<file path="src/rom_loader_defs.svh">
`ifndef ROM_LOADER_DEFS_SVH
`define ROM_LOADER_DEFS_SVH

// ##############################
// Port widths
// ##############################
`define DL_ADDR_W        25 // Download byte address
`define PROG_ADDR_W      19 // 68010 word address
`define AUDIO_ADDR_W     16
`define CHAR_ADDR_W      14

// Bank depths as log2 of entries
`define PROG_BANK_AW     15 // 9AB 7AB 6AB 5AB 3AB pairs
`define PROG_10AB_AW     14 // Half size pair
`define AUDIO_16S_AW     15
`define AUDIO_16R_AW     14

// ##############################
// Download address map
// ##############################
`define GFX_LIMIT        25'h0C0000 // Graphics below this
`define PROG_9AB_BASE    25'h0C0000
`define PROG_10AB_BASE   25'h0F0000 // D0000..EFFFF is filler
`define PROG_7AB_BASE    25'h100000
`define PROG_6AB_BASE    25'h110000
`define PROG_5AB_BASE    25'h120000
`define PROG_3AB_BASE    25'h130000
`define AUDIO_16S_BASE   25'h140000
`define AUDIO_16R_BASE   25'h148000
`define CHAR_6P_BASE     25'h14C000

// Window sizes in download bytes
`define PROG_PAIR_SIZE   (25'd2 << `PROG_BANK_AW)
`define PROG_10AB_SIZE   (25'd2 << `PROG_10AB_AW)
`define AUDIO_16S_SIZE   (25'd1 << `AUDIO_16S_AW)
`define AUDIO_16R_SIZE   (25'd1 << `AUDIO_16R_AW)
`define CHAR_6P_SIZE     (25'd1 << `CHAR_ADDR_W)

`define RESET_HOLD_CYCLES 16 // Game reset tail after download

`endif

</file>
<file path="src/reset_hold_timer.sv">
`timescale 1ns/1ns

`include "rom_loader_defs.svh"

module reset_hold_timer (
	input  logic clk_sys,
	input  logic rst,
	input  logic start,
	output logic done
);

	localparam int CNT_W = $clog2(`RESET_HOLD_CYCLES + 1);

	logic [CNT_W-1:0] count;

	// Load on start then run down to zero
	always_ff @(posedge clk_sys) begin
		if (rst)
			count <= '0;
		else if (start)
			count <= CNT_W'(`RESET_HOLD_CYCLES);
		else if (count != '0)
			count <= count - 1'b1;
	end

	// High in the last counting cycle only
	assign done = (count == CNT_W'(1));

	// Sequencer only re-arms after the previous hold ran out
	a_no_rearm: assert property (
		@(posedge clk_sys) disable iff (rst)
		start |-> (count == '0)
	);

endmodule

</file>
<file path="config.mk">
export PLATFORM = sky130hd
export DESIGN_NAME = reset_hold_timer
export DESIGN_NICKNAME = d
export VERILOG_FILES = /design/src/reset_hold_timer.sv
export VERILOG_INCLUDE_DIRS = /design/src /design/src/src
export SDC_FILE = /design/constraint.sdc
export NUM_CORES = 1
export LEC_CHECK = 0
export ABC_AREA = 1
export BUFFER_PORTS_ARGS = -buffer_cell sky130_fd_sc_hd__buf_4
export CORE_AREA = 2 2 39 41
export CTS_BUF_LIST = sky130_fd_sc_hd__clkbuf_4
export CTS_CLUSTER_DIAMETER = 200
export DETAILED_ROUTE_END_ITERATION = 16
export DIE_AREA = 0 0 41 43
export PLACE_DENSITY = 0.47
export RECOVER_POWER = 50
export SLEW_MARGIN = 25
export SYNTH_ARGS = -nofsm -noshare
export SYNTH_HDL_FRONTEND = slang
export SYNTH_SLANG_ARGS = --single-unit
</file>
<file path="constraint.sdc">
create_clock -name clk_sys -period 1.5 [get_ports clk_sys]
set_input_delay 0.075 -clock clk_sys [delete_from_list [all_inputs] [get_ports clk_sys]]
set_output_delay 0.075 -clock clk_sys [all_outputs]
set_load 0.02 [all_outputs]
</file>
==> run metrics <==
DR DRC count=0; Final HPWL DP=356.6 um; Core ar.=1384 um^2; Starting Density=0.1953; ys async rst share=0; Setup Skew=0.006204 ns; num ports=4; Nets=52; DIE WIDTH=41 um; maximum vdd ir drop=approximately 0.61 mV; EDFF count, synth=0; Worst Tran Pin Value=0.2179 ns; Synth Warn #=0; vias per cell=~4; synth unique cells=11; Synth area leader=dfxtp_1; Net Switching=131.1 uW; endpoints failing setup=0; Req. time, crit path=1.42 ns; CP Launch Type=flip-flop; status=complete, no violations; clock-pin slew on the worst setup and hold paths=0.05 ns; clk sink count=5; Gate power share=0.247; Worst setup EP type=output port; switching part of the total=0.2938; LEAKAGE=between 0.00015 and 0.0002 uW; Num CTS Buffers=3; routed wire length=~460 um; Syn Inst Count=38; number of global-route vias before repair=212; Total Neg Setup Slack=0 ns; CP Capture Point=done; share of the synthesized area in the top cell type=0.3704; drt initial violations=10; Post-Syn Area=~270 um^2; first-pass GRT wire length=862 um; RSZ-0062 raised after global routing=no; biggest regs=count x5; Tmin final=1.160 ns; layout cell share with drive strength beyond 1=0.1739; syn_nets=43; number of H-tree branching levels=1; setup repair bufs after CTS=0; Max Cap Viol=0; Reg2Reg Launch Point=count[0]; sequential share of the synthesized area=0.3704; reg2reg end=count[1]; GR met1 Demand/Resource=0.1032; Final ANT Viol Nets=0; top cells by area, synth=dfxtp_1 (37%), nand2_1 (13%), inv_1 (9.7%); most flop-heavy register=count; crit path from=count[1]; CP arrival=1.09 ns; Root Driver=clkbuf_4; gp weighted congestion=0.7503; worst-skew pair later-pin latency=0.24 ns; pwr dens=1283 nW/um^2; Die Ht=around 43 um; Port Buffers=3; PostCTS Resize Cnt=0; Slew headroom=0.8542; largest net degree at the start of global routing=6; worst hold path type=in2reg; design area=around 350 um^2; max reg flops=5; Final period util=0.7735; routing usage on met3=0.06283; Setup CP Type=reg2out; M2 GR Usage=0.07813; gr ovfl total=0; Synth top cells by count=nand2_1 (9), inv_1 (7), nor2_1 (7); CTS Hold Bufs=1; worst reg2reg path depth=6; Internal=315.1 uW; Max clock buf depth=2; average footprint of a synthesized cell=7.112 um^2; final hold violation count=0; CTS tree=done; Rows=14; dominant synthesized flop cell=dfxtp_1; dpl cell area=312.8 um^2; Seq pwr share=0.359; die area=1763 um^2; Clk pwr share=0.394; All-Layer GR Usage=0.07839; initial antenna violation count=0; max-slew violation count=0; flop2flop setup slack=between 0.3 and 0.4 ns; FMAX=861.9 MHz; Pre-Repair DR Iteration Count=4; routed len/inst=7.452 um; # diodes=0; Synth Register Bits=5; CP max FO=5; dominant cell by count in the synthesized netlist=nand2_1; Vias=243; Top Usage Layer GRT=met1; Layout area overhead=28.70%
-- power by group through the flow --
stage	logic (uW)	registers, uW	clock network [uW]
after CTS	115	160	186
after detailed placement	113	163	0
final	110	160	176
after floorplan	91.1	161	0
after global routing	131	162	198
after global placement	115	163	0
-- per-layer routing --
| metal | part of all wire | up-vias | routed length, um |
|---|---|---|---|
| met1 | 0.52 | 104 | 238 |
| li1 | - | 135 | - |
| met5 | 0 | - | 0 |
| met3 | 0.063 | 0 | 29 |
| met2 | 0.42 | 4 | 194 |
| met4 | 0 | 0 | 0 |
-- cell type report --
| class | count | area [um^2] |
|---|---|---|
| sequential | 5 | 100.1 |
| multi-input combinational | 26 | 138.9 |
| fill | 157 | 1036 |
| inverter | 7 | 26.28 |
| clock buffer | 4 | 30.03 |
| timing repair buffer | 4 | 32.53 |
| tap | 16 | 20.02 |
-- how the worst min path moves through the flow --
stage               start        to  slack (ns)  cells past startpoint
finish              start  count[4]        0.05                      3
global route        start  count[4]        0.04                      3
CTS                 start  count[4]        0.05                      3
floorplan             rst  count[4]        0.15                      1
global placement      rst  count[4]        0.25                      2
detailed placement    rst  count[4]        0.25                      2
-- kinds of logic (layout without fill, tap and decap cells) --
logic type,after synthesis,count (layout),share of synthesized area
XOR/XNOR,1,1,0.03241
buffers and inverters,7,15,0.09724
flip-flops,5,5,0.3704
adder cells (fa/ha/maj),2,2,0.09258
AO/OA/AOI/OAI,1,1,0.01850
AND/OR/NAND/NOR,22,22,0.3889
-- critical path, stage by stage (launching register included) --
cell,delay (ns)
dfxtp_1,0.29
inv_1,0.11
ha_1,0.16
nand2_1,0.05
nor2_1,0.09
buf_4,0.14
-- cells in the final DEF (no fill, tap or decap) --
cell           Yosys  final
dfxtp_1            5      5
a21oi_1            1      1
nand3_1            1      2
ha_1               2      2
xnor2_1            1      1
nand2_1            9      9
nor2_1             7      7
nor2_4             1      1
dlygate4sd3_1      0      1
nand4_1            3      3
clkbuf_4           0      4
buf_4              0      3
inv_1              7      7
-- metrics by stage --
step / worst slack [ns] / instances / total power [uW] / hold slack (ns) / util
finish: 0.3398 / 62 / 446.3 / 0.05312 / 0.2514
global route: 0.2168 / 62 / 491.2 / 0.04144 / 0.2514
CTS: 0.3133 / 62 / 461.8 / 0.04662 / 0.2550
detailed placement: 0.4256 / 57 / 275.9 / 0.2487 / 0.2260
global placement: 0.4164 / 57 / 278.5 / 0.2476 / 0.2260
floorplan: 0.5219 / 38 / 251.6 / 0.1474 / -
(Power assumes the default switching activity.)
