### src/rom_loader_defs.svh
`ifndef ROM_LOADER_DEFS_SVH
`define ROM_LOADER_DEFS_SVH

// ##############################
// Port widths
// ##############################
`define DL_ADDR_W        25 // Download byte address
`define PROG_ADDR_W      19 // 68010 word address
`define AUDIO_ADDR_W     16
`define CHAR_ADDR_W      14

// Bank depths as log2 of entries
`define PROG_BANK_AW     15 // 9AB 7AB 6AB 5AB 3AB pairs
`define PROG_10AB_AW     14 // Half size pair
`define AUDIO_16S_AW     15
`define AUDIO_16R_AW     14

// ##############################
// Download address map
// ##############################
`define GFX_LIMIT        25'h0C0000 // Graphics below this
`define PROG_9AB_BASE    25'h0C0000
`define PROG_10AB_BASE   25'h0F0000 // D0000..EFFFF is filler
`define PROG_7AB_BASE    25'h100000
`define PROG_6AB_BASE    25'h110000
`define PROG_5AB_BASE    25'h120000
`define PROG_3AB_BASE    25'h130000
`define AUDIO_16S_BASE   25'h140000
`define AUDIO_16R_BASE   25'h148000
`define CHAR_6P_BASE     25'h14C000

// Window sizes in download bytes
`define PROG_PAIR_SIZE   (25'd2 << `PROG_BANK_AW)
`define PROG_10AB_SIZE   (25'd2 << `PROG_10AB_AW)
`define AUDIO_16S_SIZE   (25'd1 << `AUDIO_16S_AW)
`define AUDIO_16R_SIZE   (25'd1 << `AUDIO_16R_AW)
`define CHAR_6P_SIZE     (25'd1 << `CHAR_ADDR_W)

`define RESET_HOLD_CYCLES 16 // Game reset tail after download

`endif

### src/load_ctrl_pkg.sv
package load_ctrl_pkg;

	// Download index selects what the stream carries
	typedef enum logic [7:0] {
		ROMS      = 8'd0, // Concatenated ROM images
		GAME_TYPE = 8'd1  // Single game type byte
	} dl_index_e;

	// Sequencer phases
	typedef enum logic [1:0] {
		IDLE,
		LOADING,
		HOLD     // Download over, reset still held
	} load_state_e;

	// One byte beat on the download port
	typedef struct packed {
		logic        wr;    // One cycle per byte
		dl_index_e   index;
		logic [24:0] addr;
		logic [7:0]  data;
	} dl_beat_t;

endpackage

### src/load_sequencer.sv
`timescale 1ns/1ns

module load_sequencer
	import load_ctrl_pkg::*;
(
	input  logic       clk_sys,
	input  logic       rst,
	input  logic       download,
	input  dl_beat_t   beat,
	input  logic       hold_done,
	output logic       hold_start,
	output logic       game_reset,
	output logic [7:0] game_type
);

	load_state_e state;
	load_state_e state_next;

	// ##############################
	// Phase tracking
	// ##############################
	always_comb begin
		state_next = state;
		case (state)
			IDLE:    if (download) state_next = LOADING;
			LOADING: if (!download) state_next = HOLD; // Download dropped
			HOLD:    if (hold_done) state_next = IDLE;
			default: state_next = IDLE;
		endcase
	end

	assign hold_start = (state == LOADING) && !download; // Arms the timer

	always_ff @(posedge clk_sys) begin
		if (rst) begin
			state      <= IDLE;
			game_reset <= 1'b1; // Game stays in reset through rst
		end else begin
			state      <= state_next;
			game_reset <= (state_next != IDLE);
		end
	end

	// Game type byte from its own download index
	always_ff @(posedge clk_sys) begin
		if (rst)
			game_type <= 8'h00;
		else if (beat.wr && beat.index == GAME_TYPE)
			game_type <= beat.data;
	end

	// Timer runs out only while the hold phase waits on it
	a_done_in_hold: assert property (
		@(posedge clk_sys) disable iff (rst)
		hold_done |-> (state == HOLD)
	);

endmodule

### config.mk
export PLATFORM = sky130hd
export DESIGN_NAME = load_sequencer
export DESIGN_NICKNAME = d
export VERILOG_FILES = /design/src/rom_loader_defs.svh /design/src/load_ctrl_pkg.sv /design/src/load_sequencer.sv
export SDC_FILE = /design/constraint.sdc
export NUM_CORES = 1
export LEC_CHECK = 0
export ABC_CLOCK_PERIOD_IN_PS = 1900
export BUFFER_PORTS_ARGS = -buffer_cell sky130_fd_sc_hd__buf_2
export CELL_PAD_IN_SITES_DETAIL_PLACEMENT = 1
export CELL_PAD_IN_SITES_GLOBAL_PLACEMENT = 2
export CORE_MARGIN = 3
export CORE_UTILIZATION = 16
export CTS_BUF_LIST = sky130_fd_sc_hd__clkbuf_16
export CTS_CLUSTER_DIAMETER = 150
export DETAILED_ROUTE_END_ITERATION = 8
export GPL_TIMING_DRIVEN = 0
export PLACE_DENSITY_LB_ADDON = 0.08
export SLEW_MARGIN = 20
export SYNTH_ARGS = -nofsm -noshare
export SYNTH_HDL_FRONTEND = slang
export SYNTH_SLANG_ARGS = --single-unit
### constraint.sdc
create_clock -name clk_sys -period 1.9 [get_ports clk_sys]
set_clock_uncertainty 0.1 [all_clocks]
set_input_delay 0.095 -clock clk_sys [delete_from_list [all_inputs] [get_ports clk_sys]]
set_output_delay 0.095 -clock clk_sys [all_outputs]
set_load 0.02 [all_outputs]
==> impl_metrics.env, run 1 <==
export IMPL_outcome="completed"
export IMPL_routed_wl_mm=1.26
export IMPL_drive_above_1_share_pct=40.2
export IMPL_synth_common_cells="nand2b_1, dfxtp_1, mux2i_1"
export IMPL_io_buffers=29
export IMPL_ys_types=13
export IMPL_syn_area_um2=489
export IMPL_cp_arrival_ns=1.03
export IMPL_final_nets=129
export IMPL_fmax_mhz=818
export IMPL_grt_usage_pct=7.77
export IMPL_core_area_um2=2830
export IMPL_initial_core_util_pct=17.3
export IMPL_hold_buffers=0
export IMPL_cpMaxStageDelayCell="dfxtp_1"
export IMPL_ant_nets=0
export IMPL_hold_violations=0
export IMPL_ios=56
export IMPL_layout_area_overhead_vs_synth_pct=53.7
export IMPL_antenna_diode_count=0
export IMPL_power_density_nw_per_um2=886
export IMPL_cp_max_fo=5
export IMPL_syn_inst=49
export IMPL_synth_edf_count=0
export IMPL_rrSetupSlack_ns=0.81
export IMPL_grt_max_degree=11
export IMPL_synthArstFlopShare_pct=0
export IMPL_drv_slew=0
export IMPL_post_route_period_util_pct=64.3
export IMPL_worst_setup_path_start_kind="flip-flop"
export IMPL_tritoncts="built"
export IMPL_clk_path_buf_depth=2
export IMPL_grt_pass1_vias=465
export IMPL_clk_pin_slew_ns=0.04
export IMPL_ys_seq_area_share_pct=45.0
export IMPL_worstSetupEndpoint="hold_start"
export IMPL_hold_path_class="in -> reg"
export IMPL_placed_area_um2=673
export IMPL_yosysWarnings=0
export IMPL_p_leak_nw=0.335
export IMPL_row_count=19
export IMPL_vdd_drop_max_uv=317
export IMPL_slew_headroom_pct=74.3
export IMPL_seqCellArea_um2=220
export IMPL_cts_inserted_buffers=3
export IMPL_yosys_cell_count_top_type="nand2b_1"
export IMPL_synth_ff_type="dfxtp_1"
export IMPL_critPathCaptureType="primary output"
export IMPL_post_cts_buffers=0
export IMPL_rsz0062_at_grt="false"
export IMPL_drc=0
export IMPL_clock_latency_ns=0.24
export IMPL_vias=457
export IMPL_dieArea_um2=3760
export IMPL_synth_area_top_cells="dfxtp_1, nand2b_1, mux2i_1"
export IMPL_fillCellCount=333
export IMPL_dr_pass1_iters=2
export IMPL_cp_required_ns=1.70
export IMPL_slowest_delay_ns=0.33
export IMPL_tightest_slew_ns=0.385
export IMPL_startpoint="state[1]"
export IMPL_grt_overflow=0
export IMPL_cts_resized=0
export IMPL_synth_nets=95
export IMPL_avgSynthCellArea_um2=9.98
export IMPL_crit_chain="nor3b_1, buf_2"
export IMPL_die_w_um=61.3
export IMPL_routed_via_density=4.04
export IMPL_multi_input_area_um2=250
export IMPL_yosysTopAreaCellShare_pct=45.0
export IMPL_utilization_pct=26.6
export IMPL_drt_iter0_markers=3
export IMPL_setup_tns_final_ns=0
export IMPL_design_area_um2=752
export IMPL_clock_sink_count=11
export IMPL_reg2regPathDepth=2
export IMPL_ys_ff_latch=11
export IMPL_wire_per_inst_um=11.2
export IMPL_grt_pass1_wl_mm=2.04
export IMPL_r2r_start="state[1]"
export IMPL_setup_viol=0
export IMPL_place_gp_congestion=0.589
export IMPL_root_buffer="clkbuf_16"
export IMPL_die_h_um=61.3
export IMPL_period_minus_slack_ns=1.22
export IMPL_r2r_end="game_reset"
export IMPL_synth_top_area_cell="dfxtp_1"
export IMPL_cap_violations=0
export IMPL_antenna_found_initial=0
export IMPL_cts_htree_levels=1
export IMPL_worstSetupPathType="reg -> out"
[layout by cell type (no fill, tap or decap), drive strengths merged]
cell type,Yosys,final
or3,1,1
inv,0,1
clkbuf,2,5
nor4,1,1
dfxtp,11,11
buf,1,30
and4b,1,1
nor2,2,2
a21o,1,1
nand2b,16,16
nor3b,3,3
mux2i,8,8
o21ai,1,1
a21oi,1,1
[worst max-delay path: cells and delay by family (launching register included)]
family	cells	cell delay, ns
flip-flops	1	0.33
AND/OR/NAND/NOR	1	0.25
buffers and inverters	1	0.21
[power breakdown]
group	switching, mW	internal (mW)	total, mW	leakage [nW]
Clock	0.104	0.276	0.381	0.0423
Sequential	0.00207	0.235	0.237	0.0892
Combinational	0.0200	0.0279	0.0479	0.204
[metrics by stage]
step,instances,setup slack [ns],power [mW],hold WS [ns]
CTS,113,0.655,0.679,0.0181
finish,113,0.678,0.666,0.0175
detailed placement,109,0.644,0.291,0.270
global route,113,0.539,0.704,0.0313
global placement,109,0.646,0.291,0.266
floorplan,49,0.647,0.264,0.150
[cells by family after synthesis]
| family | Yosys count | share of synthesized area (%) |
|---|---|---|
| AO/OA/AOI/OAI | 3 | 3.58 |
| buffers and inverters | 3 | 3.84 |
| flip-flops | 11 | 45.0 |
| multiplexers | 8 | 16.4 |
| AND/OR/NAND/NOR | 24 | 31.2 |
[final cells by class]
cell class / count / share of cell area, %
Tap cell: 31 / 5.16
Sequential cell: 11 / 29.3
Multi-Input combinational cell: 35 / 33.3
Clock buffer: 3 / 9.98
Timing Repair Buffer: 29 / 19.3
Buffer: 3 / 2.50
Clock inverter: 1 / 0.499
[registers in the layout, summed over array words and instances, names as in the netlist]
name	cells
game_type	8
state	2
game_reset	1
[routing by layer]
metal	GRT usage [%]	vias to the layer above	share of wire, %
li1	-	231	-
met1	9.30	202	48
met2	11.5	24	42
met3	4.61	0	10
met4	2.79	0	0
met5	0	-	0
[how the worst min path moves through the flow]
stage | cells after the start | slack, ns | to | start
5_1_grt | 3 | 0.03 | game_type[6] | beat[6]
4_1_cts | 3 | 0.02 | game_type[0] | beat[0]
3_3_place_gp | 3 | 0.27 | game_type[6] | beat[6]
3_5_place_dp | 3 | 0.27 | game_type[0] | beat[0]
6_report | 3 | 0.02 | game_type[0] | beat[0]
2_1_floorplan | 2 | 0.15 | game_type[4] | beat[4]
No activity file was read; power rests on OpenSTA's default activity.
==> run 2, diff against run 1 <==
--- a/config.mk
+++ b/config.mk
@@ -5,12 +5,12 @@
 export SDC_FILE = /design/constraint.sdc
 export NUM_CORES = 1
 export LEC_CHECK = 0
-export ABC_CLOCK_PERIOD_IN_PS = 1900
+export ABC_CLOCK_PERIOD_IN_PS = 1100
 export BUFFER_PORTS_ARGS = -buffer_cell sky130_fd_sc_hd__buf_2
 export CELL_PAD_IN_SITES_DETAIL_PLACEMENT = 1
 export CELL_PAD_IN_SITES_GLOBAL_PLACEMENT = 2
 export CORE_MARGIN = 3
-export CORE_UTILIZATION = 16
+export CORE_UTILIZATION = 13
 export CTS_BUF_LIST = sky130_fd_sc_hd__clkbuf_16
 export CTS_CLUSTER_DIAMETER = 150
 export DETAILED_ROUTE_END_ITERATION = 8
==> constraint.sdc (replaced) <==
create_clock -name clk_sys -period 1.1 [get_ports clk_sys]
set_clock_uncertainty 0.1 [all_clocks]
set_input_delay 0.055 -clock clk_sys [delete_from_list [all_inputs] [get_ports clk_sys]]
set_output_delay 0.055 -clock clk_sys [all_outputs]
set_load 0.02 [all_outputs]
==> run 2 against run 1 <==
Net effect: combinational power rose by 130%; wire length rose by 11%; critical path depth unchanged; critical path type is now reg -> reg; highest routed layer is now met4.
==> impl_metrics.env, run 2 (synthesized netlist as in run 1, its figures left out) <==
export IMPL_outcome="completed"
export IMPL_core_area_um2=3470
export IMPL_antenna_diode_count=0
export IMPL_row_count=21
export IMPL_routed_wl_mm=1.40
export IMPL_period_minus_slack_ns=1.10
export IMPL_clock_latency_ns=0.23
export IMPL_rsz0062_at_grt="true"
export IMPL_final_cell_mix="buf_2, nand2b_1, dfxtp_1, mux2i_1, dlygate4sd3_1"
export IMPL_vdd_drop_max_uv=531
export IMPL_r2r_end="game_reset"
export IMPL_r2r_start="state[1]"
export IMPL_ant_nets=0
export IMPL_grt_pass1_wl_mm=2.24
export IMPL_root_buffer="clkbuf_16"
export IMPL_cap_violations=0
export IMPL_dp_cells=124
export IMPL_critPathCaptureType="flip-flop"
export IMPL_cts_inserted_buffers=3
export IMPL_dr_pass1_iters=2
export IMPL_dieArea_um2=4540
export IMPL_clk_path_buf_depth=2
export IMPL_clock_sink_count=11
export IMPL_grt_overflow=0
export IMPL_grt_usage_pct=6.67
export IMPL_grt_max_degree=11
export IMPL_io_buffers=29
export IMPL_wire_per_inst_um=10.3
export IMPL_post_route_period_util_pct=99.6
export IMPL_clk_pin_slew_ns=0.04
export IMPL_cts_htree_levels=1
export IMPL_die_h_um=67.3
export IMPL_worst_setup_path_start_kind="flip-flop"
export IMPL_holdCritStartpoint="download"
export IMPL_cp_max_fo=5
export IMPL_final_nets=137
export IMPL_reg_largest_list="game_type x8, state x2, game_reset x1"
export IMPL_largest_register="game_type"
export IMPL_drive_above_1_share_pct=41.1
export IMPL_tightest_slew_ns=0.356
export IMPL_reg2regPathDepth=2
export IMPL_mostFrequentLayoutCell="buf_2"
export IMPL_cp_required_ns=1.13
export IMPL_setup_tns_final_ns=0
export IMPL_placed_area_um2=697
export IMPL_ios=56
export IMPL_worstSetupPathType="reg -> reg"
export IMPL_vias=494
export IMPL_fmax_mhz=913
export IMPL_place_gp_congestion=0.660
export IMPL_worstSetupEndpoint="game_reset"
export IMPL_tritoncts="built"
export IMPL_whs_ns=0.0179
export IMPL_hold_path_class="in -> reg"
export IMPL_layout_area_overhead_vs_synth_pct=78.3
export IMPL_p_leak_nw=0.376
export IMPL_die_w_um=67.3
export IMPL_antenna_found_initial=0
export IMPL_drt_iter0_markers=3
export IMPL_post_cts_buffers=0
export IMPL_drc=0
export IMPL_startpoint="state[1]"
export IMPL_slew_headroom_pct=76.3
export IMPL_setup_viol=0
export IMPL_fin_cells=136
export IMPL_drv_slew=0
export IMPL_power_total_mw=1.17
export IMPL_design_area_um2=872
export IMPL_grt_pass1_vias=525
export IMPL_rrSetupSlack_ns=0.005
export IMPL_power_density_nw_per_um2=1340
export IMPL_initial_core_util_pct=14.1
export IMPL_routed_via_density=3.63
export IMPL_hold_violations=0
export IMPL_cp_arrival_ns=1.12
export IMPL_largest_reg_flops=8
run 2: worst min path at each step:
| stage | end | slack (ns) | cells after the start |
|---|---|---|---|
| 2_1_floorplan | hold_start | 0.06 | 1 |
| 3_3_place_gp | game_type[0] | 0.22 | 3 |
| 3_5_place_dp | game_type[1] | 0.23 | 3 |
| 4_1_cts | state[0] | 0.008 | 2 |
| 5_1_grt | state[0] | 0.03 | 2 |
| 6_report | state[0] | 0.02 | 2 |
run 2: routing by layer:
layer / global-route usage, % / vias to the layer above / share of wire, %
met5: 0 / - / 0
met4: 3.04 / 0 / 0.79
met1: 6.99 / 226 / 42
met2: 11.9 / 19 / 48
li1: - / 247 / -
met3: 2.33 / 2 / 9.0
run 2: power breakdown:
group	internal, mW	total, mW	switching (mW)	leakage (nW)
combinational	0.0711	0.110	0.0388	0.243
sequential	0.407	0.412	0.00461	0.0899
clock	0.477	0.649	0.172	0.0423
total	0.955	1.17	0.216	0.376
run 2: repair_timing:
action                                 in CTS  in global routing
resized for setup                           3                  4
pin swaps                                   1                  0
setup endpoints to repair                   2                  3
hold buffers                                8                  0
endpoints found under the hold margin       8                  0
run 2: critical path: stages (launching register included):
cell	delay, ns
dfxtp_2	0.34
or3_1	0.37
a21o_1	0.18
run 2: per-stage QoR:
step                      setup WS [ns]  utilization (%)
final                           0.00479             25.1
after global routing            -0.0423             25.1
after CTS                       0.00531             24.8
after detailed placement         -0.163             20.1
after global placement           -0.170             20.1
after floorplan                  0.0432                -
run 2: cell type report:
type | count | area (um2)
fill | 434 | 2600
multi-input combinational | 35 | 262
buffer | 3 | 20.0
clock buffer | 3 | 75.1
timing repair buffer | 37 | 231
sequential | 11 | 223
clock inverter | 1 | 3.75
tap | 46 | 57.6
==> run 3, diff against run 2 <==
--- a/config.mk
+++ b/config.mk
@@ -14,7 +14,7 @@
 export CTS_BUF_LIST = sky130_fd_sc_hd__clkbuf_16
 export CTS_CLUSTER_DIAMETER = 150
 export DETAILED_ROUTE_END_ITERATION = 8
-export GPL_TIMING_DRIVEN = 0
+export GPL_TIMING_DRIVEN = 1
 export PLACE_DENSITY_LB_ADDON = 0.08
 export SLEW_MARGIN = 20
 export SYNTH_ARGS = -nofsm -noshare
==> run 3 against run 2 <==
Net effect: the flow now finishes with violations (setup timing); worst hold slack better by 0.0090 ns; first-iteration DRC count is 100% lower; sequential power hardly changed; critical path type is now reg -> out; wire length is 0.29% higher; clock-buffer cell count stayed put; cell area is 3.4% higher; register-to-register slack better by 0.04 ns; worst setup slack worse by 0.050 ns; total power is 0.56% higher; sequential cell count stayed put; critical path depth is 1 higher; via count is 0.81% higher.
==> impl_metrics.env, run 3 (synthesized netlist as in run 1, its figures left out) <==
export IMPL_outcome="complete, but fails checks"
export IMPL_violations="setup timing"
export IMPL_vias=498
export IMPL_drt_met1_wl_um=582
export IMPL_cap_violations=0
export IMPL_grt_pass1_wl_mm=2.39
export IMPL_drv_slew=0
export IMPL_root_buffer="clkbuf_16"
export IMPL_power_switching_mw=0.218
export IMPL_routed_wl_mm=1.40
export IMPL_io_buffers=30
export IMPL_p_int_mw=0.960
export IMPL_cts_htree_levels=1
export IMPL_row_count=21
export IMPL_die_w_um=67.3
export IMPL_drive_above_1_share_pct=42.4
export IMPL_wire_per_inst_um=10.2
export IMPL_dr_pass1_iters=1
export IMPL_wl_met2_um=671
export IMPL_grt_overflow=0
export IMPL_antenna_found_initial=0
export IMPL_dieArea_um2=4540
export IMPL_grt_pass1_vias=559
export IMPL_clk_path_buf_depth=2
export IMPL_p_leak_nw=0.393
export IMPL_worst_setup_path_start_kind="flip-flop"
export IMPL_power_density_nw_per_um2=1300
export IMPL_period_minus_slack_ns=1.15
export IMPL_clk_pin_slew_ns=0.04
export IMPL_largest_reg_flops=8
export IMPL_cp_required_ns=0.94
export IMPL_clock_sink_count=11
export IMPL_wl_met3_um=138
export IMPL_power_total_mw=1.18
export IMPL_seqCellArea_um2=221
export IMPL_tritoncts="built"
export IMPL_whs_ns=0.0269
export IMPL_pwr_share_seq_pct=34.8
export IMPL_core_area_um2=3470
export IMPL_clkPwrFrac_pct=55.2
export IMPL_tightest_slew_ns=0.281
export IMPL_initial_core_util_pct=14.1
export IMPL_grt_usage_pct=6.98
export IMPL_slew_headroom_pct=81.3
export IMPL_setup_slack_ns=-0.0453
export IMPL_antenna_diode_count=0
export IMPL_reg_largest_list="game_type x8, state x2, game_reset x1"
export IMPL_clock_latency_ns=0.23
export IMPL_cp_max_fo=2
export IMPL_drt_iter0_markers=0
export IMPL_final_nets=139
export IMPL_hold_path_class="in -> reg"
export IMPL_drc=0
export IMPL_setup_viol=1
export IMPL_critPathCaptureType="primary output"
export IMPL_die_h_um=67.3
export IMPL_power_share_switching_pct=18.5
export IMPL_fillCellCount=419
export IMPL_cts_inserted_buffers=3
export IMPL_final_cell_mix="buf_2, nand2b_1, dfxtp_1, mux2i_1, dlygate4sd3_1"
export IMPL_hold_violations=0
export IMPL_ios=56
export IMPL_fmax_mhz=873
export IMPL_cp_arrival_ns=0.99
export IMPL_highest_signal_layer="met4"
export IMPL_p_comb_share_pct=10.0
export IMPL_place_gp_congestion=0.761
export IMPL_dp_cells=124
export IMPL_multi_input_area_um2=262
export IMPL_vdd_drop_max_uv=466
export IMPL_post_route_period_util_pct=104
export IMPL_layout_area_overhead_vs_synth_pct=84.4
export IMPL_fin_cells=138
export IMPL_grt_max_degree=20
export IMPL_mostFrequentLayoutCell="buf_2"
export IMPL_largest_register="game_type"
export IMPL_rsz0062_at_grt="true"
export IMPL_worstSetupPathType="reg -> out"
export IMPL_routed_via_density=3.61
export IMPL_ant_nets=0
==> run 3: path summary, 6_finish.rpt <==
check             cells past startpoint            to  slack (ns)          from
setup / recovery                      3    hold_start       -0.05      state[1]
setup reg to reg                      2    game_reset        0.04      state[1]
hold reg to reg                       2  game_type[7]        0.37  game_type[7]
hold / removal                        2      state[0]        0.03      download
==> run 3: cell type report <==
cell class	instances	share of cell area [%]
Clock buffer	3	8.32
Clock inverter	1	0.416
Multi-Input combinational cell	35	29.0
Sequential cell	11	24.5
Tap cell	46	6.38
Timing Repair Buffer	42	31.3
==> run 3: metal layers <==
layer / vias up / track usage [%]
met5: - / 0
met1: 229 / 7.67
met3: 2 / 2.33
li1: 250 / -
met2: 17 / 12.5
met4: 0 / 2.28
==> run 3: repair_timing <==
item	in CTS	in global routing
hold endpoints to repair	8	0
endpoints found under the setup margin	1	1
setup buffers	2	0
hold buffers	8	0
resized for setup	3	2
pin swaps	1	0
==> run 3: stage by stage <==
step / setup TNS, ns / util (%) / area [um2] / worst slack (ns)
detailed placement: -0.623 / 20.5 / 711 / -0.0916
global route: -0.100 / 26.0 / 902 / -0.100
CTS: -0.0630 / 25.7 / 892 / -0.0630
floorplan: 0 / - / 494 / 0.0432
global placement: -0.534 / 20.5 / 711 / -0.0719
finish: -0.0453 / 26.0 / 902 / -0.0453
==> run 3: power by group through the flow <==
stage          sequential [mW]  combinational [mW]  clock, mW
2_1_floorplan            0.420              0.0362          0
3_3_place_gp             0.417              0.0883          0
3_5_place_dp             0.417              0.0877          0
4_1_cts                  0.409               0.116      0.680
5_1_grt                  0.410               0.132      0.704
6_report                 0.410               0.117      0.650
==> run 3: worst max-delay path: stages (launching register included) <==
cell and delay (ns):
dfxtp_2 0.31, buf_6 0.11, nor3b_4 0.19, buf_6 0.14
