--- config.mk ---
export PLATFORM = sky130hd
export DESIGN_NAME = rom_write_router
export DESIGN_NICKNAME = d
export VERILOG_FILES = /design/src/rom_map_pkg.sv /design/src/load_ctrl_pkg.sv /design/src/rom_write_router.sv
export VERILOG_INCLUDE_DIRS = /design/src /design/src/src
export SDC_FILE = /design/constraint.sdc
export NUM_CORES = 1
export LEC_CHECK = 0
export BUFFER_PORTS_ARGS = -buffer_cell sky130_fd_sc_hd__buf_2
export CORE_MARGIN = 2
export CORE_UTILIZATION = 44
export DETAILED_ROUTE_END_ITERATION = 6
export PLACE_DENSITY = 0.71
export SETUP_SLACK_MARGIN = 0.05
export SLEW_MARGIN = 0
export SYNTH_ARGS = -nofsm -noshare
export SYNTH_HDL_FRONTEND = slang
export SYNTH_SLANG_ARGS = --single-unit
--- constraint.sdc ---
create_clock -name clk_sys -period 3.95 [get_ports clk_sys]
set_input_delay 0 -clock clk_sys [delete_from_list [all_inputs] [get_ports clk_sys]]
set_output_delay 0 -clock clk_sys [all_outputs]
set_load 0.01 [all_outputs]
--- src/rom_loader_defs.svh ---
`ifndef ROM_LOADER_DEFS_SVH
`define ROM_LOADER_DEFS_SVH

// ##############################
// Port widths
// ##############################
`define DL_ADDR_W        25 // Download byte address
`define PROG_ADDR_W      19 // 68010 word address
`define AUDIO_ADDR_W     16
`define CHAR_ADDR_W      14

// Bank depths as log2 of entries
`define PROG_BANK_AW     15 // 9AB 7AB 6AB 5AB 3AB pairs
`define PROG_10AB_AW     14 // Half size pair
`define AUDIO_16S_AW     15
`define AUDIO_16R_AW     14

// ##############################
// Download address map
// ##############################
`define GFX_LIMIT        25'h0C0000 // Graphics below this
`define PROG_9AB_BASE    25'h0C0000
`define PROG_10AB_BASE   25'h0F0000 // D0000..EFFFF is filler
`define PROG_7AB_BASE    25'h100000
`define PROG_6AB_BASE    25'h110000
`define PROG_5AB_BASE    25'h120000
`define PROG_3AB_BASE    25'h130000
`define AUDIO_16S_BASE   25'h140000
`define AUDIO_16R_BASE   25'h148000
`define CHAR_6P_BASE     25'h14C000

// Window sizes in download bytes
`define PROG_PAIR_SIZE   (25'd2 << `PROG_BANK_AW)
`define PROG_10AB_SIZE   (25'd2 << `PROG_10AB_AW)
`define AUDIO_16S_SIZE   (25'd1 << `AUDIO_16S_AW)
`define AUDIO_16R_SIZE   (25'd1 << `AUDIO_16R_AW)
`define CHAR_6P_SIZE     (25'd1 << `CHAR_ADDR_W)

`define RESET_HOLD_CYCLES 16 // Game reset tail after download

`endif

--- src/rom_map_pkg.sv ---
package rom_map_pkg;

	// Destination of a download byte
	typedef enum logic [3:0] {
		NONE,      // Filler or past end of map
		GFX,       // Goes to SDRAM only
		PROG_9AB,
		PROG_10AB,
		PROG_7AB,
		PROG_6AB,
		PROG_5AB,
		PROG_3AB,
		AUDIO_16S,
		AUDIO_16R,
		CHAR_6P
	} rom_region_e;

	// One bank write, word for program pairs, byte otherwise
	typedef struct packed {
		logic        valid;  // Single cycle strobe
		rom_region_e region;
		logic [14:0] addr;   // Word or byte address inside bank
		logic [15:0] data;   // Byte ROMs use [7:0]
	} rom_write_t;

	// Dword write toward the SDRAM controller
	typedef struct packed {
		logic        we;
		logic [22:0] addr; // Download address / 4
		logic [31:0] data; // Oldest byte in [31:24]
	} sdram_write_t;

endpackage

--- src/load_ctrl_pkg.sv ---
package load_ctrl_pkg;

	// Download index selects what the stream carries
	typedef enum logic [7:0] {
		ROMS      = 8'd0, // Concatenated ROM images
		GAME_TYPE = 8'd1  // Single game type byte
	} dl_index_e;

	// Sequencer phases
	typedef enum logic [1:0] {
		IDLE,
		LOADING,
		HOLD     // Download over, reset still held
	} load_state_e;

	// One byte beat on the download port
	typedef struct packed {
		logic        wr;    // One cycle per byte
		dl_index_e   index;
		logic [24:0] addr;
		logic [7:0]  data;
	} dl_beat_t;

endpackage

--- src/rom_write_router.sv ---
`timescale 1ns/1ns

`include "rom_loader_defs.svh"

module rom_write_router
	import rom_map_pkg::*;
	import load_ctrl_pkg::*;
(
	input  logic         clk_sys,
	input  logic         rst,
	input  dl_beat_t     beat,
	input  logic         download,
	output rom_write_t   rom_wr,
	output sdram_write_t sdram
);

	logic [`DL_ADDR_W-1:0] addr;
	logic                  rom_beat;   // ROM byte accepted this cycle
	logic [23:0]           acc;        // Last three ROM bytes, newest low
	rom_region_e           region;
	logic                  is_pair;    // 16-bit program interleave
	logic                  take_byte;  // Bank write due
	logic [14:0]           wr_addr;

	function automatic logic in_window(
		input logic [`DL_ADDR_W-1:0] a,
		input logic [`DL_ADDR_W-1:0] base,
		input logic [`DL_ADDR_W-1:0] size
	);
		return (a >= base) && (a < base + size);
	endfunction

	// ##############################
	// Download map decode
	// ##############################
	function automatic rom_region_e decode_region(input logic [`DL_ADDR_W-1:0] a);
		rom_region_e r;
		if (a < `GFX_LIMIT)                                        r = GFX;
		else if (in_window(a, `PROG_9AB_BASE,  `PROG_PAIR_SIZE))  r = PROG_9AB;
		else if (in_window(a, `PROG_10AB_BASE, `PROG_10AB_SIZE))  r = PROG_10AB;
		else if (in_window(a, `PROG_7AB_BASE,  `PROG_PAIR_SIZE))  r = PROG_7AB;
		else if (in_window(a, `PROG_6AB_BASE,  `PROG_PAIR_SIZE))  r = PROG_6AB;
		else if (in_window(a, `PROG_5AB_BASE,  `PROG_PAIR_SIZE))  r = PROG_5AB;
		else if (in_window(a, `PROG_3AB_BASE,  `PROG_PAIR_SIZE))  r = PROG_3AB;
		else if (in_window(a, `AUDIO_16S_BASE, `AUDIO_16S_SIZE))  r = AUDIO_16S;
		else if (in_window(a, `AUDIO_16R_BASE, `AUDIO_16R_SIZE))  r = AUDIO_16R;
		else if (in_window(a, `CHAR_6P_BASE,   `CHAR_6P_SIZE))    r = CHAR_6P;
		else                                                       r = NONE; // Filler
		return r;
	endfunction

	assign addr     = beat.addr;
	assign rom_beat = beat.wr && (beat.index == ROMS) && download;
	assign region   = decode_region(addr);
	assign is_pair  = region inside {PROG_9AB, PROG_10AB, PROG_7AB,
		PROG_6AB, PROG_5AB, PROG_3AB};

	// Pairs complete on the odd byte
	assign take_byte = rom_beat && (region != NONE) && (region != GFX)
		&& (!is_pair || addr[0]);

	// Address inside the target bank
	always_comb begin
		case (region)
			PROG_10AB: wr_addr = 15'(addr[`PROG_10AB_AW:1]);
			PROG_9AB, PROG_7AB, PROG_6AB, PROG_5AB, PROG_3AB:
				wr_addr = addr[`PROG_BANK_AW:1];
			AUDIO_16S: wr_addr = addr[`AUDIO_16S_AW-1:0];
			default:   wr_addr = 15'(addr[`AUDIO_16R_AW-1:0]); // 16R and 6P
		endcase
	end

	// ##############################
	// Registered strobes
	// ##############################
	always_ff @(posedge clk_sys) begin
		if (rom_beat)
			acc <= {acc[15:0], beat.data}; // Shift in newest byte
		if (take_byte) begin
			rom_wr.region <= region;
			rom_wr.addr   <= wr_addr;
			rom_wr.data   <= is_pair ? {acc[7:0], beat.data} : {8'h00, beat.data};
		end
		if (rom_beat && addr[1:0] == 2'b11) begin
			sdram.addr <= addr[`DL_ADDR_W-1:2]; // Dword address
			sdram.data <= {acc, beat.data};
		end
		if (rst) begin
			rom_wr.valid <= 1'b0;
			sdram.we     <= 1'b0;
		end else begin
			rom_wr.valid <= take_byte;
			sdram.we     <= rom_beat && (addr[1:0] == 2'b11);
		end
	end

	// ROM bytes outside a download would be lost
	a_rom_beat_in_download: assert property (
		@(posedge clk_sys) disable iff (rst)
		(beat.wr && beat.index == ROMS) |-> download
	);

endmodule

==> results of run 1 <==
==> Yosys cell counts (2+ instances only) <==
library cell	number	area (µm²)
a21oi_1	2	10.01
and2_1	8	50.05
dfxtp_1	2	40.04
edfxtp_1	114	3423
mux2_2	3	33.78
mux2_4	10	150.1
nand2_1	2	7.510
nand2b_1	2	12.51
nand4_1	2	12.51
nor2_1	2	7.510
nor2b_1	2	12.51
nor3_1	2	10.01
nor4_1	4	25.02
==> cell families after synthesis <==
family | count (synthesis) | share of synthesized area (%)
multiplexers | 15 | 5.160
AND/OR/NAND/NOR | 30 | 4.846
flip-flops | 116 | 87.10
buffers and inverters | 4 | 1.007
AO/OA/AOI/OAI | 9 | 1.888
==> sequential cells by signal, indices dropped and copies added, names as in the netlist <==
signal	cells
acc	24
rom_wr	36
sdram	56
==> per-layer routing <==
| layer | vias to the layer above | part of all wire [%] | track usage, % |
|---|---|---|---|
| li1 | 1086 | - | - |
| met1 | 1131 | 39 | 18.87 |
| met2 | 104 | 53 | 29.73 |
| met3 | 4 | 6.6 | 6.596 |
| met4 | 0 | 0.83 | 6.849 |
| met5 | - | 0 | 0 |
==> power by group through the flow <==
stage | Sequential (mW) | Combinational, mW | Clock [mW]
after floorplan | 1.37 | 0.0223 | 0
after global placement | 1.37 | 0.0562 | 0
after detailed placement | 1.37 | 0.0585 | 0
after CTS | 1.34 | 0.0853 | 1.53
after global routing | 1.34 | 0.0927 | 1.59
final | 1.34 | 0.0856 | 1.51
==> per-stage QoR <==
step	utilization, %	total power [mW]	area [µm²]	hold WS (ns)
floorplan	-	1.391	3976	0.07161
global placement	54.60	1.424	4785	0.2046
detailed placement	54.60	1.426	4785	0.2050
CTS	65.62	2.958	5751	0.1796
global route	65.62	3.024	5751	0.1943
finish	65.62	2.934	5751	0.1971
==> worst paths after layout <==
kind	start	endpoint	slack [ns]	cells past startpoint
worst max-delay path	beat[30]	rom_wr[16]	1.45	7
worst min register to register	acc[17]	sdram[25]	0.42	0
worst max register to register	acc[7]	rom_wr[15]	3.11	1
worst min-delay path	beat[8]	sdram[41]	0.20	2
==> final cells by class <==
cell class                      count  area, µm²  share of cell area, %
Clock buffer                       18      417.9                  7.267
Clock inverter                     14      177.7                  3.090
Inverter                            1      3.754                0.06527
Multi-Input combinational cell     54      479.2                  8.333
Sequential cell                   116       3463                  60.23
Tap cell                          108      135.1                  2.350
Timing Repair Buffer              176       1074                  18.67
==> repair_timing <==
action / CTS / global route
endpoints found under the hold margin: 68 / 0
setup buffers: 0 / 0
resized for setup: 0 / 0
hold buffers: 37 / 0
==> run summary, run 1 <==
Status = complete, no violations
Vias post-DR = 2325
Worst Skew = 0.008220 ns
Root Driver = clkbuf_8
DR WL/cell = 16.75 µm
Grt total ovfl = 0
Max-slew headroom = 62.84%
Max Fclk = 399.8 MHz
Max Cap Viol = 0
Crit path top cell by count = dlygate4sd3_1
Post-DP HPWL = 5.165 mm
DIE AREA = 0.009814 mm²
Synth Warn # = 0
Final worst slack = 1.448 ns
CP arrival = 2.74 ns
Die Wd = 99.07 µm
CTS tree = built
PD cells = 510.3 mW/mm²
Period utilisation layout = 63.33%
Layout area overhead = 44.62%
Commonest non-fill, non-tap cells in the layout = buf_2 (136), edfxtp_1 (114), dlygate4sd3_1 (37)
Core box area = 0.008763 mm²
Tmin final = 2.502 ns
Leak pwr = 2.229 nW
Filler cells = 609
Post-synth ARST share = 0%
Antenna Nets Post-Route = 0
Avg Vias per Cell = 4.774
Critical Path RT = 4.19 ns
Die Ht = 99.07 µm
Clock transition at path regs = 0.05 ns
Post-route DRC = 0
Site row count = 34
Gpl congestion = 0.7958
Share of power burned in registers = 45.8%
Post-Syn Area per Cell = 22.85 µm²
Clock buffer depth = 2
Switch Pwr = 0.5705 mW
Worst Path Buf+Inv = 3
CP max stage delay = 0.59 ns
Final setup viols = 0
Max-slew violation count = 0
Post-synth EDFFs = 114
Final hold vios = 0
First-pass GRT wire length = 12.36 mm
Final net count = 411
Gate Count Post-Synth = 174
Max H-tree Level = 4
Finished Layout Cells = 487
Maximum VDD drop = 348.3 µV
Dpl ws = 1.472 ns
PortBufs = 136
Crit start category = primary input
Clk sinks = 116
Share of power burned in the clock network = 51.3%
Initial DRC count = 65
DRT Wirelength = 8.156 mm
Vias in the first global route = 2477
Family with the most delay on the worst path = buffers and inverters
Worst-path cell chain = dlygate4sd3_1 > buf_2 > or4_4 > nor3_4 > a21o_4 > mux2_1 > dlygate4sd3_1
Ys flop type = edfxtp_1
Yosys reg bits = 116
# placed instances = 418
Share of layout cells above drive strength 1 = 49.87%
Fin Setup TNS = 0 ns
Largest net degree at the start of global routing = 42
Length of the first detailed-routing pass in iterations = 4
Initial antenna violation count = 0
Top Ports = 137
RSZ-0062 raised after global routing = false
Antenna Cells = 0
Sw Share = 19.44%
Post-Syn Area = 0.003976 mm²
Sequential fraction of the synthesis area = 87.10%
WS Path Type = in2reg
GR Util All Layers = 17.11%
Post-Syn Nets = 219
Critical Path Fanout Max = 23
Worst Hold Class = in2reg
Internal power = 2.364 mW
Crit end category = flip-flop
Starting density of the core = 45.37%
Tightest Pin Transition = 0.5574 ns
Comb power frac = 2.9%
Clock Latency Late Sink = 0.49 ns
Cell variety after synth = 32
Commonest non-fill, non-tap cell in the layout = buf_2
CP max-delay cell = or4_4
TritonCTS Buffers = 17
No activity file was read; power rests on OpenSTA's default activity.
==> inputs of run 2 (changes only) <==
- ABC_AREA: not set -> 1
- CORE_UTILIZATION: 44 -> 50
- PLACE_DENSITY: 0.71 -> 0.76
- clock period: 3.95 -> 2.6 ns (I/O delays scaled with it)
==> run 2 against run 1 <==
  * Clock power is 39% higher
  * Synthesized cell count up 48%
  * Non-clock buffer count increased by 5
  * Register-to-register slack worse by 1.3 ns
  * Critical path depth is the same
  * Highest routed layer unchanged
  * Synthesized area grew 4.9%
  * Die area is 7.3% lower
  * Design area up 3.8%
  * First-iteration DRC count is 100% higher
  * Core utilization increased by 7.8 points
  * Via count increased by 20%
  * Sequential power rose by 52%
==> run summary, run 2 <==
Post-synth ARST share = 0%
CTS tree = built
Ys flop type = edfxtp_1
Commonest non-fill, non-tap cell in the layout = buf_2
Post-Syn Nets = 302
Antenna Nets Post-Route = 0
First-pass GRT wire length = 13.47 mm
Critical Path RT = 2.73 ns
Max H-tree Level = 4
Gpl congestion = 0.8190
Avg Vias per Cell = 4.895
Maximum VDD drop = 475.1 µV
Most crowded layer after global routing = met2
Routing usage on met2 = 36.15%
Crit path top cell by count = dlygate4sd3_1
PortBufs = 136
Crit end category = flip-flop
Post-DP HPWL = 5.656 mm
Cell variety after synth = 27
GR met1 Demand/Resource = 23.83%
DIE AREA = 0.009093 mm²
Clk sinks = 116
Die Wd = 95.36 µm
Share of the synthesized area in the top cell type = 82.04%
Clock transition at path regs = 0.06 ns
Worst Path Buf+Inv = 5
Status = complete, no violations
Met3 usage = 4.111%
Gate Count Post-Synth = 257
Tmin final = 2.153 ns
Biggest regs = sdram: 56 flops, rom_wr: 36 flops, acc: 24 flops
Root Driver = clkbuf_8
GR Util All Layers = 20.24%
Final setup viols = 0
Post-Syn Area = 0.004173 mm²
Starting density of the core = 51.30%
Dpl ws = 0.7860 ns
Total power = 4.297 mW
Site row count = 33
Top Ports = 137
Critical Path Fanout Max = 37
Leak pwr = 2.495 nW
Post-synth EDFFs = 114
Vias in the first global route = 2790
Max-slew headroom = 67.23%
Die Ht = 95.36 µm
Crit start category = primary input
TritonCTS Buffers = 17
DRT Wirelength = 9.063 mm
Final Util = 73.39%
Post-Syn Area per Cell = 16.24 µm²
Filler cells = 505
Final hold vios = 0
Synth top cells by count = edfxtp_1 (114), nand2_1 (35), inv_1 (31)
Worst Hold Class = in2reg
Synth Warn # = 0
Max Fclk = 464.6 MHz
Yosys reg bits = 116
Worst Skew = 0.005195 ns
Period utilisation layout = 82.79%
Commonest non-fill, non-tap cells in the layout = buf_2 (136), edfxtp_1 (114), dlygate4sd3_1 (38)
Clock buffer depth = 2
Vias post-DR = 2800
CP max-delay cell = dlygate4sd3_1
Number of flip-flops in the largest register = 56
CP max stage delay = 0.64 ns
Post-route DRC = 0
Post-CTS sizing = 0
Largest net degree at the start of global routing = 38
Length of the first detailed-routing pass in iterations = 6
RSZ-0062 raised after global routing = false
Count leader, synth = edfxtp_1
Antenna Cells = 0
Clock Latency Late Sink = 0.49 ns
Reg with most FFs = sdram
Sequential fraction of the synthesis area = 83.00%
Grt total ovfl = 0
DR WL/cell = 15.84 µm
Ranking of synthesized cells by area = edfxtp_1 (82%), nand2_1 (3.1%), inv_1 (2.8%)
Tightest Pin Transition = 0.4915 ns
Worst-path cell chain = dlygate4sd3_1 > buf_2 > nor4_4 > dlygate4sd3_1 > inv_2 > nor3_4 > buf_4
Max-slew violation count = 0
Area leader, netlist = edfxtp_1
Initial DRC count = 131
Final net count = 499
Max Cap Viol = 0
Share of layout cells above drive strength 1 = 43.47%
Initial antenna violation count = 0
CP arrival = 2.28 ns
Layout area overhead = 43.06%
Final worst slack = 0.4475 ns
Core box area = 0.008134 mm²
PD cells = 719.8 mW/mm²
Hold_ws = 0.07241 ns
Family with the most delay on the worst path = buffers and inverters
WS Path Type = in2reg
-- run 2: metal layers --
layer | wire [µm] | vias up
met2 | 5078 | 92
met5 | 0 | -
met4 | 90 | 0
li1 | - | 1320
met3 | 400 | 9
met1 | 3494 | 1379
-- run 2: layout make-up --
class | count | area [µm²] | share of cell area, %
clock inverters | 15 | 132.6 | 2.222
repair buffers | 181 | 1114 | 18.65
inverters | 35 | 133.9 | 2.243
flip-flops and latches | 116 | 3463 | 58.02
multi-input cells | 103 | 580.6 | 9.725
clock buffers | 17 | 414.1 | 6.938
well taps | 105 | 131.4 | 2.201
-- run 2: stage by stage --
step           std cells  setup TNS [ns]  cell area, µm²
2_1_floorplan        257          -28.44            4217
3_3_place_gp         502               0            5042
3_5_place_dp         502               0            5042
4_1_cts              572               0            5969
5_1_grt              572               0            5969
6_report             572               0            5969
-- run 2: final timing paths --
path / start / end / slack [ns] / depth (start not counted)
worst max-delay path: beat[34] / sdram[34] / 0.45 / 7
worst min-delay path: beat[33] / acc[7] / 0.07 / 3
worst max register to register: acc[2] / rom_wr[10] / 1.76 / 2
worst min register to register: acc[19] / sdram[27] / 0.42 / 0
-- run 2: cell families (layout without fill, tap and decap cells) --
kind of cell    Yosys count  in the layout  share of synthesized area (%)
flops                   116            116                          83.00
simple gates             83             83                          9.475
compound gates           20             20                          3.388
buf+inv                  38            248                          4.138
-- run 2: worst min-delay path, delay by kind of cell --
kind	cells	cell delay, ns
buf+inv	2	0.32
simple gates	1	0.05
-- run 2: where the power goes --
| part | internal (mW) | switching, mW | leakage [nW] | total, mW |
|---|---|---|---|---|
| logic | 0.0787 | 0.0779 | 1.18 | 0.157 |
| clock network | 1.27 | 0.829 | 0.262 | 2.10 |
| registers | 2.04 | 0.000170 | 1.05 | 2.04 |
| total | 3.39 | 0.907 | 2.50 | 4.30 |
-- run 2: what timing repair did --
item	4_1_cts	5_1_grt
hold endpoints to repair	69	0
hold buffers	38	0
buffers inserted	0	0
==> inputs of run 3 (changes only) <==
- clock period: 2.6 -> 2.03 ns (I/O delays scaled with it)
==> run 3 against run 2 <==
  * Sequential cell count stayed put
  * Core utilization is 0.58 points higher
  * Register-to-register slack worse by 0.53 ns
  * Sequential power is 28% higher
  * Critical path type unchanged
  * Largest cell class unchanged
  * Highest routed layer unchanged
==> run summary, run 3 (synthesized netlist as in run 2, its figures left out) <==
Max-slew headroom = 76.05%
Top Ports = 137
PD cells = 930.4 mW/mm²
Commonest non-fill, non-tap cells in the layout = buf_2 (136), edfxtp_1 (114), dlygate4sd3_1 (37)
Final net count = 497
Crit start category = primary input
Leak pwr = 2.477 nW
Post-DP HPWL = 5.647 mm
Status = complete, no violations
Post-route DRC = 0
Max H-tree Level = 4
DRT Wirelength = 9.180 mm
Reg-to-reg startpoint = acc[2]
Commonest non-fill, non-tap cell in the layout = buf_2
Hold_ws = 0.1023 ns
Crit end category = flip-flop
Vias post-DR = 2789
Worst Skew = 0.004561 ns
Setup crit start = beat[30]
CP arrival = 2.27 ns
Max Fclk = 545.3 MHz
Biggest regs = sdram: 56 flops, rom_wr: 36 flops, acc: 24 flops
Final Util = 73.97%
Antenna Cells = 0
Site row count = 33
Core box area = 0.008134 mm²
Finished Layout Cells = 570
Critical Path Fanout Max = 5
Tmin final = 1.834 ns
Critical Path RT = 2.47 ns
Clock transition at path regs = 0.06 ns
Avg Vias per Cell = 4.893
Worst Hold Class = in2reg
PortBufs = 136
Final setup viols = 0
Flop-to-flop setup slack = 1.23 ns
Initial DRC count = 140
Length of the first detailed-routing pass in iterations = 4
Clock buffer depth = 2
Antenna Nets Post-Route = 0
Number of flip-flops in the largest register = 56
Final hold vios = 0
CTS tree = built
Max Cap Viol = 0
Die Ht = 95.36 µm
Clk sinks = 116
Worst Hold Depth = 3
Crit Reg-Reg Endpoint = rom_wr[10]
TritonCTS Buffers = 17
WS Path Type = in2reg
Total power = 5.598 mW
Vias in the first global route = 2749
Die Wd = 95.36 µm
Hold EP = acc[4]
# placed instances = 501
DR WL/cell = 16.11 µm
Starting density of the core = 51.30%
Share of layout cells above drive strength 1 = 44.52%
Root Driver = clkbuf_8
Tightest Pin Transition = 0.3566 ns
Layout area overhead = 44.20%
Largest net degree at the start of global routing = 38
Maximum VDD drop = 717.4 µV
GR Util All Layers = 20.89%
Hold Path Origin = beat[34]
Period utilisation layout = 90.33%
Gpl congestion = 0.9379
Initial antenna violation count = 0
Clock Latency Late Sink = 0.50 ns
First-pass GRT wire length = 13.59 mm
DIE AREA = 0.009093 mm²
Grt total ovfl = 0
Max-slew violation count = 0
R2R cell count = 2
RSZ-0062 raised after global routing = false
Reg with most FFs = sdram
## run 3: cell types whose count changed in the layout (fill, tap and decap cells not counted), sizes merged
cell,change
buf,-1
inv,+2
clkinv,-4
dlygate4sd3,-1
clkinvlp,+2
## run 3: where the power goes
group / leakage, nW / switching (mW) / internal (mW)
combinational: 1.16 / 0.103 / 0.101
clock: 0.266 / 1.13 / 1.65
sequential: 1.05 / 0.000200 / 2.61
total: 2.48 / 1.23 / 4.37
## run 3: metal layers
layer,track usage [%],vias up,routed length [µm]
met5,0,-,0
met4,8.454,0,138
li1,-,1314,-
met3,6.324,11,424
met1,24.20,1368,3565
met2,36.27,96,5051
## run 3: worst max-delay path, stage by stage
cell	delay [ns]
dlygate4sd3_1	0.55
buf_2	0.14
nor2_1	0.12
nand2_2	0.11
nor2_2	0.19
o21ai_2	0.10
nand4_1	0.13
nand3_4	0.08
nand2_1	0.08
nand3_2	0.12
nor2_2	0.11
dlygate4sd3_1	0.55
## run 3: repair_timing
action	in CTS	in global routing
hold endpoints to repair	65	0
resized for setup	0	5
setup endpoints to repair	0	14
setup buffers	0	0
hold buffers	37	0
## run 3: final cells by class
class	count	area, µm²
sequential	116	3463
multi-input combinational	103	600.6
tap	105	131.4
inverter	35	137.6
timing repair buffer	179	1121
clock buffer	17	414.1
clock inverter	15	148.9
fill	513	2117
## run 3: worst max-delay path by stage
stage | end | slack (ns) | cells after the start
2_1_floorplan | sdram[0] | -1.09 | 5
5_1_grt | rom_wr[35] | 0.06 | 14
3_5_place_dp | rom_wr[13] | 0.29 | 12
3_3_place_gp | rom_wr[13] | 0.36 | 12
6_report | rom_wr[35] | 0.20 | 12
4_1_cts | rom_wr[35] | 0.16 | 13
## run 3: metrics by stage
stage / cell area [µm²] / setup TNS (ns) / worst slack, ns
6_report: 6017 / 0 / 0.1963
5_1_grt: 6017 / 0 / 0.06028
4_1_cts: 5997 / 0 / 0.1585
3_5_place_dp: 5064 / 0 / 0.2885
3_3_place_gp: 5064 / 0 / 0.3588
2_1_floorplan: 4220 / -69.32 / -1.087
